[config.mk]
export PLATFORM = sky130hd
export DESIGN_NAME = udp_header_sum
export DESIGN_NICKNAME = d
export VERILOG_FILES = /design/src/rtl/udp_tx_pkg.sv /design/src/rtl/udp_header_sum.sv
export VERILOG_INCLUDE_DIRS = /design/src /design/src/rtl
export SDC_FILE = /design/constraint.sdc
export NUM_CORES = 1
export LEC_CHECK = 0
export ABC_AREA = 1
export BUFFER_PORTS_ARGS = -buffer_cell sky130_fd_sc_hd__buf_2
export CAP_MARGIN = 20
export CORE_AREA = 2 2 241 243
export DETAILED_ROUTE_END_ITERATION = 16
export DIE_AREA = 0 0 243 245
export GPL_ROUTABILITY_DRIVEN = 0
export SYNTH_ARGS = -nofsm -noshare
export SYNTH_HDL_FRONTEND = slang
export SYNTH_SLANG_ARGS = --single-unit
[constraint.sdc]
create_clock -name tx_axis_aclk -period 3.1 [get_ports tx_axis_aclk]
set_input_delay 0 -clock tx_axis_aclk [delete_from_list [all_inputs] [get_ports tx_axis_aclk]]
set_output_delay 0 -clock tx_axis_aclk [all_outputs]
set_load 0.02 [all_outputs]
[src/rtl/udp_tx_cfg.svh]
// compile-time constants of the UDP transmit stage
// include wherever stream widths, FIFO sizes or header constants are needed
`ifndef UDP_TX_CFG_SVH
`define UDP_TX_CFG_SVH

// stream widths
`define UDP_DATA_W      64
`define UDP_KEEP_W      8

// payload FIFO must hold a whole packet while its checksum is built
`define UDP_PAYLOAD_AW  8
`define UDP_MAX_BEATS   200

// per-packet sum and header FIFOs
`define UDP_SUM_AW      3

// protocol constants
`define UDP_PROTO       17
`define UDP_HDR_BYTES   8

// pipeline depth of the pseudo-header fold
`define UDP_FOLD_CYCLES 4

`endif

[src/rtl/udp_tx_pkg.sv]
// shared types and checksum arithmetic of the UDP transmit stage
// imported by the checksum stages and the output framer
`default_nettype none

package udp_tx_pkg;

    // pseudo-header fold
    typedef enum logic [1:0] {
        HS_IDLE,
        HS_LOAD,
        HS_FOLD,
        HS_PUSH
    } hdr_sum_state_t;

    // output framing
    typedef enum logic [1:0] {
        FR_IDLE,
        FR_HEADER,
        FR_DATA
    } framer_state_t;

    // 16-bit ones'-complement add with end-around carry
    function automatic logic [15:0] ones_add(input logic [15:0] a, input logic [15:0] b);
        logic [16:0] sum;
        sum = {1'b0, a} + {1'b0, b};
        return sum[15:0] + {15'd0, sum[16]};
    endfunction

endpackage

`default_nettype wire

[src/rtl/udp_header_sum.sv]
// folds the pseudo-header and udp ports into each payload sum
// pops the sum FIFO and pushes {checksum, length}, one packet at a time
`timescale 1ns/10ps
`default_nettype none
`include "udp_tx_cfg.svh"

module udp_header_sum (
    input  wire         tx_axis_aclk,
    input  wire         tx_axis_aresetn,
    input  wire         sum_empty,
    input  wire  [31:0] sum_data,
    input  wire  [31:0] src_ip_addr,
    input  wire  [31:0] dst_ip_addr,
    input  wire  [15:0] udp_src_port,
    input  wire  [15:0] udp_dst_port,
    output logic        sum_rd_en,
    output logic        hdr_wr_en,
    output logic [31:0] hdr_data
);

    import udp_tx_pkg::*;

    localparam int FOLD_CW = $clog2(`UDP_FOLD_CYCLES);

    hdr_sum_state_t     state;
    logic [FOLD_CW-1:0] fold_cnt;
    logic [15:0]        len_q;
    logic [15:0]        pay_q;
    logic [15:0]        s1 [5];
    logic [15:0]        s2 [3];
    logic [15:0]        s3 [2];
    logic [15:0]        s4;

    always_ff @(posedge tx_axis_aclk) begin
        if (!tx_axis_aresetn) begin
            state     <= HS_IDLE;
            fold_cnt  <= '0;
            hdr_wr_en <= 1'b0;
        end else begin
            hdr_wr_en <= 1'b0;
            case (state)
                HS_IDLE: begin
                    if (!sum_empty) begin
                        state <= HS_LOAD;
                    end
                end
                HS_LOAD: begin
                    state    <= HS_FOLD;
                    fold_cnt <= '0;
                end
                HS_FOLD: begin
                    fold_cnt <= fold_cnt + 1'b1;
                    // write pulse lands with the push state
                    if (fold_cnt == FOLD_CW'(`UDP_FOLD_CYCLES - 1)) begin
                        state     <= HS_PUSH;
                        hdr_wr_en <= 1'b1;
                    end
                end
                HS_PUSH: begin
                    state <= HS_IDLE;
                end
                default: begin
                    state <= HS_IDLE;
                end
            endcase
        end
    end

    assign sum_rd_en = (state == HS_LOAD);

    always_ff @(posedge tx_axis_aclk) begin
        if (state == HS_LOAD) begin
            len_q <= sum_data[31:16];
            pay_q <= sum_data[15:0];
        end
    end

    // adder tree, one level per fold cycle
    always_ff @(posedge tx_axis_aclk) begin
        s1[0] <= ones_add(src_ip_addr[31:16], src_ip_addr[15:0]);
        s1[1] <= ones_add(dst_ip_addr[31:16], dst_ip_addr[15:0]);
        s1[2] <= ones_add(16'(`UDP_PROTO), len_q);
        // length appears in both the pseudo-header and the udp header
        s1[3] <= ones_add(len_q, pay_q);
        s1[4] <= ones_add(udp_src_port, udp_dst_port);
        s2[0] <= ones_add(s1[0], s1[1]);
        s2[1] <= ones_add(s1[2], s1[3]);
        s2[2] <= s1[4];
        s3[0] <= ones_add(s2[0], s2[1]);
        s3[1] <= s2[2];
        s4    <= ones_add(s3[0], s3[1]);
    end

    assign hdr_data = {~s4, len_q};

    // addresses and ports are quasi-static and must hold while a packet is folded
    assert property (@(posedge tx_axis_aclk) disable iff (!tx_axis_aresetn)
        state == HS_FOLD |-> $stable(src_ip_addr) && $stable(dst_ip_addr)
            && $stable(udp_src_port) && $stable(udp_dst_port));

endmodule

`default_nettype wire

==> results of run 1 <==
worst max-delay path: stages (launching register included):
cell and delay, ns:
dfxtp_2 0.35, ha_4 0.15, fa_2 0.21, nand2_2 0.08, nand3_2 0.08, nand3_4 0.09
nand2_4 0.09, nand3b_1 0.12, nand2_1 0.11, a21oi_1 0.07, o21bai_1 0.20, ha_2 0.25
nand2_1 0.06, nor2_1 0.18, nand3_1 0.16, nor2_2 0.14, nand3_2 0.15, nor2_4 0.15
nand2_1 0.06, nand2_1 0.05, nand2_1 0.05
state kept, by name, summed over array words and instances, names as in the netlist:
name / flops
s4: 16
s1: 80
fold_cnt: 2
state: 2
pay_q: 16
s2: 48
len_q: 16
hdr_wr_en: 1
s3: 32
power by group through the flow:
stage	clock (mW)	combinational, mW	sequential, mW
after detailed placement	0	12.5	4.44
final	2.87	13.7	4.54
after CTS	2.98	12.7	4.39
after global routing	3.08	15.8	4.63
after global placement	0	12.5	4.44
after floorplan	0	9.26	4.34
stage by stage:
stage / area [sq um] / power [mW] / worst slack, ns / instances / utilization
2_1_floorplan: 16900 / 13.6 / 0.229 / 2686 / -
3_3_place_gp: 19100 / 16.9 / 0.0437 / 3669 / 0.335
3_5_place_dp: 19100 / 17.0 / -0.0227 / 3669 / 0.335
4_1_cts: 20400 / 20.1 / 0.000997 / 3758 / 0.357
5_1_grt: 21300 / 23.5 / -0.0368 / 3781 / 0.374
6_report: 21300 / 21.1 / 0.191 / 3781 / 0.374
synthesized netlist by cell type, types with 2 or more instances:
master | number | area [sq um]
a21oi_1 | 77 | 385
and2_1 | 16 | 100
dfxtp_1 | 181 | 3620
edfxtp_1 | 32 | 961
fa_1 | 8 | 160
ha_1 | 152 | 1900
inv_1 | 465 | 1750
inv_2 | 8 | 30.0
nand2_1 | 1011 | 3790
nand2_2 | 32 | 200
nand3_1 | 248 | 1240
nand3_2 | 9 | 90.1
nand3b_1 | 13 | 97.6
nand4_1 | 57 | 357
nor2_1 | 199 | 747
nor2_2 | 26 | 163
nor2_4 | 9 | 101
nor3_1 | 16 | 80.1
nor3_2 | 2 | 20.0
nor3_4 | 3 | 48.8
o21a_1 | 2 | 15.0
o21ai_0 | 8 | 40.0
o21bai_1 | 11 | 82.6
o31ai_1 | 2 | 15.0
xnor2_1 | 19 | 166
xor2_1 | 72 | 631
xor2_2 | 2 | 32.5
xor2_4 | 2 | 55.1
repair_timing:
item,in CTS,in global routing
cloned,0,0
hold endpoints to repair,43,0
hold buffers,46,0
resized for setup,3,154
setup buffers,1,23
endpoints found under the setup margin,5,55
pin swaps,2,61
per-layer routing:
layer | track usage | up-vias | part of all wire | wire, um
met5 | 0 | - | 0 | 0
met4 | 0.0339 | 0 | 0.024 | 1010
met3 | 0.0211 | 65 | 0.033 | 1400
met2 | 0.261 | 230 | 0.48 | 20600
met1 | 0.172 | 7240 | 0.46 | 19800
li1 | - | 8990 | - | -
cell families after synthesis:
group / Yosys count / synth area share
and+or+nand+nor: 1641 / 0.416
buffers and inverters: 474 / 0.105
DFF: 213 / 0.271
adders and majority gates: 160 / 0.122
AOI/OAI and AO/OA: 103 / 0.0331
xor gates and xnor gates: 95 / 0.0523
how the worst max path moves through the flow:
stage          slack [ns]   endpoint  depth (start not counted)  startpoint
6_report             0.19  s2[0][29]                         20   s1[0][48]
5_1_grt             -0.04  s2[0][29]                         20   s1[0][48]
4_1_cts             0.001  s2[0][28]                         20   s1[0][48]
3_5_place_dp        -0.02  s2[0][28]                         20   s1[0][48]
3_3_place_gp         0.04  s2[0][15]                         18   s1[0][22]
2_1_floorplan        0.23  s1[0][62]                         22    len_q[4]
layout make-up:
cell class | instances | area [sq um]
fill | 6157 | 35700
multi-input combinational | 1999 | 11300
sequential | 213 | 4600
timing repair buffer | 289 | 1880
inverter | 473 | 1780
tap | 765 | 957
clock buffer | 31 | 709
clock inverter | 11 | 93.8
==> flow_metrics.env, run 1 <==
export IMPL_outcome="finished, violations left"
export IMPL_violations="negative hold slack"
export IMPL_worst_ep_required_time_ns=3.51
export IMPL_ys_types=32
export IMPL_power_frac_comb=0.649
export IMPL_numCtsBuffers=25
export IMPL_rr_endpoint="s2[0][29]"
export IMPL_hold_class="in -> reg"
export IMPL_synth_seq_cells=213
export IMPL_p_seq_frac=0.215
export IMPL_syn_to_final_growth_pct=26.0
export IMPL_ys_seq_area_frac=0.271
export IMPL_cp_end_kind="flip-flop"
export IMPL_grt_pass1_wl_mm=71.6
export IMPL_post_route_drc_count=0
export IMPL_cts_root_buf="clkbuf_16"
export IMPL_fp_dieW_um=243
export IMPL_hold_ws_ns=-0.00744
export IMPL_p_sw_frac=0.485
export IMPL_rsz0062_at_grt="yes"
export IMPL_vdd_drop_max_mv=0.619
export IMPL_row_count=88
export IMPL_syn_inst=2686
export IMPL_mostFrequentLayoutCells="986 x nand2_1, 462 x inv_1, 239 x nand3_1"
export IMPL_die_area_sq_um=59500
export IMPL_yosysWarnings=0
export IMPL_cts_sinks=213
export IMPL_die_h_um=245
export IMPL_gr_total_overflow=0
export IMPL_hold_viol=1
export IMPL_clock_path_buffers=3
export IMPL_grtUsageTotal=0.142
export IMPL_power_internal_mw=10.9
export IMPL_hpwlAfterDp_mm=35.2
export IMPL_power_density_nw_per_um2=990
export IMPL_power_frac_clock=0.136
export IMPL_critPathMaxFanout=5
export IMPL_setup_viol=0
export IMPL_avgSynthCellArea_sq_um=6.30
export IMPL_p_sw_mw=10.2
export IMPL_vias_per_cell=4.37
export IMPL_grt_max_degree=34
export IMPL_vias=16525
export IMPL_finalMaxSlewViolations=0
export IMPL_synthesis_nets=2977
export IMPL_core_area_sq_um=57000
export IMPL_reg2reg_from="s1[0][48]"
export IMPL_avgRoutedWirePerCell_um=11.3
export IMPL_holdPathEnd="s1[0][0]"
export IMPL_timing_fmax_mhz=344
export IMPL_p_leak_nw=11.4
export IMPL_wl_mm=42.7
export IMPL_finalNetCount=3292
export IMPL_path_clk_slew_ns=0.06
export IMPL_r2r_slack_ns=0.19
export IMPL_dr_pass1_iters=5
export IMPL_antenna_found_initial=0
export IMPL_synth_flop_cell="dfxtp_1"
export IMPL_drt_initial_drc_count=660
export IMPL_tightest_slew_ns=0.535
export IMPL_antenna_cells=0
export IMPL_tns_ns=0
export IMPL_ant_nets=0
export IMPL_synth_edf_count=32
export IMPL_grt_pass1_vias=15785
export IMPL_start_util=0.297
export IMPL_critPathLaunchType="flip-flop"
export IMPL_insertion_delay_ns=0.53
export IMPL_io_pins=165
export IMPL_period_share=0.939
export IMPL_period_minus_slack_ns=2.91
export IMPL_cp_arrival_ns=3.32
export IMPL_htree_levels=1
export IMPL_drive_gt1_frac=0.168
export IMPL_maxSlewHeadroom=0.641
export IMPL_async_flop_share=0
export IMPL_hold_path_depth=4
export IMPL_mostFrequentLayoutCell="nand2_1"
export IMPL_cts_tree="built"
export IMPL_synth_area_sq_um=16900
export IMPL_crit_type="reg -> reg"
export IMPL_clock_skew_ns=0.0144
export IMPL_maxCapViolCount=0
export IMPL_r2r_cells=20
export IMPL_hp_start="src_ip_addr[31]"
export IMPL_numPortBuffers=164
No activity file was read; power rests on OpenSTA's default activity.
==> run 2: changes to the inputs <==
- PLACE_DENSITY: unset -> 0.57
- clock period: 3.1 -> 3.3 ns (I/O delays scaled with it)
==> run 2 against run 1 <==
Against the previous run:
- the flow now finishes without violations
- non-clock buffer count fell by 41
- die area stayed put
- largest cell class unchanged
- register-to-register slack better by 0.03 ns
==> flow_metrics.env, run 2 (synthesized netlist as in run 1, its figures left out) <==
export IMPL_outcome="finished, final reports clean"
export IMPL_path_clk_slew_ns=0.06
export IMPL_pre_cts_ws_ns=-0.0109
export IMPL_hold_class="in -> reg"
export IMPL_power_density_nw_per_um2=919
export IMPL_vias=16216
export IMPL_io_pins=165
export IMPL_tightest_slew_ns=0.476
export IMPL_clock_path_buffers=3
export IMPL_numPortBuffers=164
export IMPL_reg2reg_from="len_q[8]"
export IMPL_core_area_sq_um=57000
export IMPL_setup_viol=0
export IMPL_insertion_delay_ns=0.54
export IMPL_antenna_found_initial=0
export IMPL_mostFrequentLayoutCell="nand2_1"
export IMPL_die_h_um=245
export IMPL_htree_levels=1
export IMPL_p_leak_nw=11.2
export IMPL_die_area_sq_um=59500
export IMPL_stdcell_area_sq_um=20500
export IMPL_wl_mm=41.5
export IMPL_reg_top3="s1: 80 flops, s2: 48 flops, s3: 32 flops"
export IMPL_multi_input_area_sq_um=10700
export IMPL_period_share=0.933
export IMPL_hpwlAfterDp_mm=35.1
export IMPL_setup_ws_ns=0.221
export IMPL_timing_fmax_mhz=325
export IMPL_avgRoutedWirePerCell_um=11.1
export IMPL_period_minus_slack_ns=3.08
export IMPL_mostFrequentLayoutCells="1009 x nand2_1, 465 x inv_1, 246 x nand3_1"
export IMPL_post_route_drc_count=0
export IMPL_cts_sinks=213
export IMPL_grtUsageTotal=0.139
export IMPL_dr_pass1_iters=6
export IMPL_maxCapViolCount=0
export IMPL_maxSlewHeadroom=0.680
export IMPL_regArea_sq_um=4580
export IMPL_ant_nets=0
export IMPL_worst_ep_required_time_ns=3.72
export IMPL_cts_tree="built"
export IMPL_vias_per_cell=4.33
export IMPL_final_util=0.359
export IMPL_syn_to_final_growth_pct=20.9
export IMPL_grt_pass1_wl_mm=69.7
export IMPL_tns_ns=0
export IMPL_rsz0062_at_grt="yes"
export IMPL_critPathMaxFanout=5
export IMPL_cp_end_kind="flip-flop"
export IMPL_report_power_total_mw=18.8
export IMPL_final_cells=3746
export IMPL_antenna_cells=0
export IMPL_post_dp_cell_area_sq_um=18900
export IMPL_drive_gt1_frac=0.123
export IMPL_clock_skew_ns=0.0119
export IMPL_dp_cells=3636
export IMPL_grt_max_degree=34
export IMPL_critPathLaunchType="flip-flop"
export IMPL_crit_type="reg -> reg"
export IMPL_largest_reg_flops=80
export IMPL_gr_total_overflow=0
export IMPL_num_fill_cells=6274
export IMPL_crit_start="len_q[8]"
export IMPL_largest_register="s1"
export IMPL_cts_root_buf="clkbuf_16"
export IMPL_start_util=0.297
export IMPL_numCtsBuffers=26
export IMPL_grt_pass1_vias=15016
export IMPL_cp_arrival_ns=3.50
export IMPL_finalNetCount=3252
export IMPL_finalMaxSlewViolations=0
export IMPL_hold_viol=0
export IMPL_hp_start="dst_ip_addr[15]"
export IMPL_drt_initial_drc_count=743
export IMPL_row_count=88
export IMPL_fp_dieW_um=243
export IMPL_vdd_drop_max_mv=0.528
export IMPL_hold_ws_ns=0.0258
run 2: cell types whose count changed in the layout (fill, tap and decap cells not counted), sizes merged:
cell and change:
clkinv +3, dlygate4sd3 +2, clkbuf +3, buf -43
run 2: metal layers:
metal | global-route usage | up-vias | share of wire
li1 | - | 8906 | -
met1 | 0.172 | 7020 | 0.47
met2 | 0.256 | 245 | 0.48
met3 | 0.0177 | 45 | 0.033
met4 | 0.0292 | 0 | 0.018
met5 | 0 | - | 0
run 2: worst paths after layout:
kind                                   to  slack [ns]  cells after the start
worst max-delay path            s1[0][62]        0.22                     21
worst min-delay path            s1[0][16]        0.03                      4
worst max register to register  s1[0][62]        0.22                     21
worst min register to register  s2[0][41]        0.32                      0
run 2: repair_timing:
item,4_1_cts,5_1_grt
endpoints found under the setup margin,1,20
setup buffers,0,14
hold endpoints to repair,43,0
gates resized for setup,1,33
pin swaps,1,9
hold buffers,48,0
run 2: critical path, stage by stage, from the launching register on:
cell,delay [ns]
edfxtp_1,0.46
ha_2,0.41
nand2_1,0.11
nor2_2,0.14
and2_1,0.13
nand2_1,0.06
nand2_1,0.09
a21oi_1,0.06
o21bai_1,0.22
ha_1,0.21
ha_1,0.14
inv_1,0.05
nor2_1,0.12
nand2_2,0.08
nor2_1,0.09
nand2_1,0.09
nor2_2,0.15
nand2_1,0.08
nor2_2,0.10
nand2_1,0.06
nand2_1,0.05
nand2_1,0.05
run 2: power breakdown:
group | leakage, nW | total, mW | internal (mW) | switching, mW
Clock | 0.423 | 2.79 | 1.66 | 1.12
Sequential | 1.82 | 4.12 | 3.70 | 0.428
Combinational | 8.93 | 11.9 | 4.16 | 7.71
run 2: cell type report:
cell class,count,area share
sequential,213,0.224
clock buffer,34,0.0359
clock inverter,14,0.00655
timing repair buffer,248,0.0768
tap,765,0.0468
inverter,473,0.0868
multi-input combinational,1999,0.523
==> run 3: changes to the inputs <==
- CORE_AREA: 2 2 241 243 -> 2 2 187 189
- DIE_AREA: 0 0 243 245 -> 0 0 189 191
- GPL_ROUTABILITY_DRIVEN: 0 -> unset
- PLACE_DENSITY: 0.57 -> 0.8
==> run 3 against run 2 <==
Against the previous run:
- hold slack worse by 0.0096 ns
- clock skew up 0.0072 ns
- sequential share of layout area increased by 0.37 points
- clock power fell by 3%
- combinational power is essentially flat
- final cell count down 8.6%
- critical endpoint unchanged
==> flow_metrics.env, run 3 (synthesized netlist as in run 1, its figures left out) <==
export IMPL_period_share=0.937
export IMPL_setup_viol=0
export IMPL_antenna_found_initial=1
export IMPL_power_density_nw_per_um2=948
export IMPL_tightest_slew_ns=0.527
export IMPL_drt_initial_drc_count=977
export IMPL_timing_fmax_mhz=323
export IMPL_finalNetCount=3244
export IMPL_place_gp_congestion=0.942
export IMPL_power_internal_mw=9.51
export IMPL_p_sw_frac=0.502
export IMPL_largest_register="s1"
export IMPL_numPortBuffers=164
export IMPL_io_pins=165
export IMPL_grt_pass1_wl_mm=71.7
export IMPL_die_h_um=191
export IMPL_htree_levels=1
export IMPL_final_util=0.590
export IMPL_antenna_cells=0
export IMPL_grtUsageTotal=0.237
export IMPL_rr_endpoint="s1[0][62]"
export IMPL_row_count=68
export IMPL_vias=17051
export IMPL_p_sw_mw=9.58
export IMPL_worst_ep_required_time_ns=3.73
export IMPL_finalMaxSlewViolations=0
export IMPL_cp_arrival_ns=3.52
export IMPL_mostFrequentLayoutCell="nand2_1"
export IMPL_drive_gt1_frac=0.126
export IMPL_r2r_slack_ns=0.21
export IMPL_avgRoutedWirePerCell_um=12.7
export IMPL_hold_class="in -> reg"
export IMPL_dr_pass1_iters=8
export IMPL_cts_tree="built"
export IMPL_cp_end_kind="flip-flop"
export IMPL_largest_reg_flops=80
export IMPL_hp_start="dst_ip_addr[15]"
export IMPL_wl_mm=43.6
export IMPL_cts_sinks=213
export IMPL_path_clk_slew_ns=0.06
export IMPL_reg2reg_from="len_q[10]"
export IMPL_hpwlAfterDp_mm=35.0
export IMPL_p_seq_frac=0.218
export IMPL_grt_pass1_vias=16113
export IMPL_ant_nets=0
export IMPL_maxCapViolCount=0
export IMPL_maxSlewHeadroom=0.645
export IMPL_grt_max_degree=34
export IMPL_clock_skew_ns=0.0191
export IMPL_vdd_drop_max_mv=0.578
export IMPL_hold_viol=0
export IMPL_tns_ns=0
export IMPL_gr_total_overflow=0
export IMPL_die_area_sq_um=36100
export IMPL_hold_path_depth=6
export IMPL_vias_per_cell=4.98
export IMPL_p_leak_nw=11.1
export IMPL_report_power_total_mw=19.1
export IMPL_cts_root_buf="clkbuf_16"
export IMPL_insertion_delay_ns=0.54
export IMPL_r2r_cells=21
export IMPL_crit_type="reg -> reg"
export IMPL_core_area_sq_um=34100
export IMPL_critPathLaunchType="flip-flop"
export IMPL_clock_path_buffers=3
export IMPL_numCtsBuffers=24
export IMPL_power_frac_comb=0.640
export IMPL_outcome="finished, final reports clean"
export IMPL_start_util=0.496
export IMPL_syn_to_final_growth_pct=19.0
export IMPL_reg_top3="s1: 80 flops, s2: 48 flops, s3: 32 flops"
export IMPL_post_route_drc_count=0
export IMPL_holdPathEnd="s1[0][31]"
export IMPL_period_minus_slack_ns=3.09
export IMPL_critPathMaxFanout=5
export IMPL_mostFrequentLayoutCells="1008 x nand2_1, 465 x inv_1, 242 x nand3_1"
export IMPL_fp_dieW_um=189
export IMPL_power_frac_clock=0.142
[run 3: timing repair]
item                                    4_1_cts  5_1_grt
endpoints found under the setup margin        1       26
pin swaps                                     0       11
gates resized for setup                       1       58
setup buffers                                 0       12
hold buffers                                 47        0
endpoints found under the hold margin        44        0
[run 3: area by class of cell]
cell class,instances,area [sq um]
Multi-Input combinational cell,1999,10900
Fill cell,3204,14000
Inverter,473,1780
Timing Repair Buffer,242,1520
Clock buffer,29,639
Tap cell,455,569
Clock inverter,13,174
Sequential cell,213,4580
[run 3: critical path: stages, from the launching register on]
cell	delay [ns]
edfxtp_1	0.43
ha_1	0.40
nand2_1	0.13
nor2_1	0.13
and2_1	0.13
nand2_1	0.06
nand2_1	0.08
a21oi_1	0.07
o21bai_1	0.27
ha_2	0.25
ha_1	0.13
inv_1	0.05
nor2_1	0.12
nand2_2	0.10
nor2_2	0.10
nand2_2	0.08
nor2_4	0.13
nand2_1	0.07
nor2_2	0.10
nand2_1	0.06
nand2_1	0.05
nand2_1	0.04
[run 3: routing by layer]
| metal | share of wire | GRT usage | routed length [um] |
|---|---|---|---|
| met1 | 0.44 | 0.285 | 19000 |
| met2 | 0.48 | 0.430 | 21000 |
| met3 | 0.054 | 0.0389 | 2340 |
| met4 | 0.030 | 0.0712 | 1290 |
| met5 | 0 | 0 | 0 |
[run 3: worst max-delay path by stage]
stage | from | endpoint
2_1_floorplan | len_q[4] | s1[0][62]
3_3_place_gp | len_q[1] | s1[0][42]
3_5_place_dp | len_q[1] | s1[0][42]
4_1_cts | s1[0][32] | s2[0][28]
5_1_grt | s1[0][32] | s2[0][28]
6_report | len_q[10] | s1[0][62]
[run 3: power by group through the flow]
stage | Combinational (mW) | Sequential [mW] | Clock, mW
global placement | 11.3 | 4.14 | 0
floorplan | 8.70 | 4.08 | 0
global route | 13.8 | 4.23 | 2.89
detailed placement | 11.6 | 4.17 | 0
finish | 12.2 | 4.16 | 2.71
CTS | 11.7 | 4.12 | 2.77
[run 3: stage by stage]
stage	setup slack [ns]	hold WS (ns)	instance area (sq um)	instances
finish	0.208	0.0163	20100	3424
global route	-0.0314	0.0101	20100	3424
CTS	0.0309	0.00526	19700	3412
detailed placement	-0.0542	0.178	18400	3323
global placement	0.0374	0.176	18400	3323
floorplan	0.429	0.0989	16900	2686
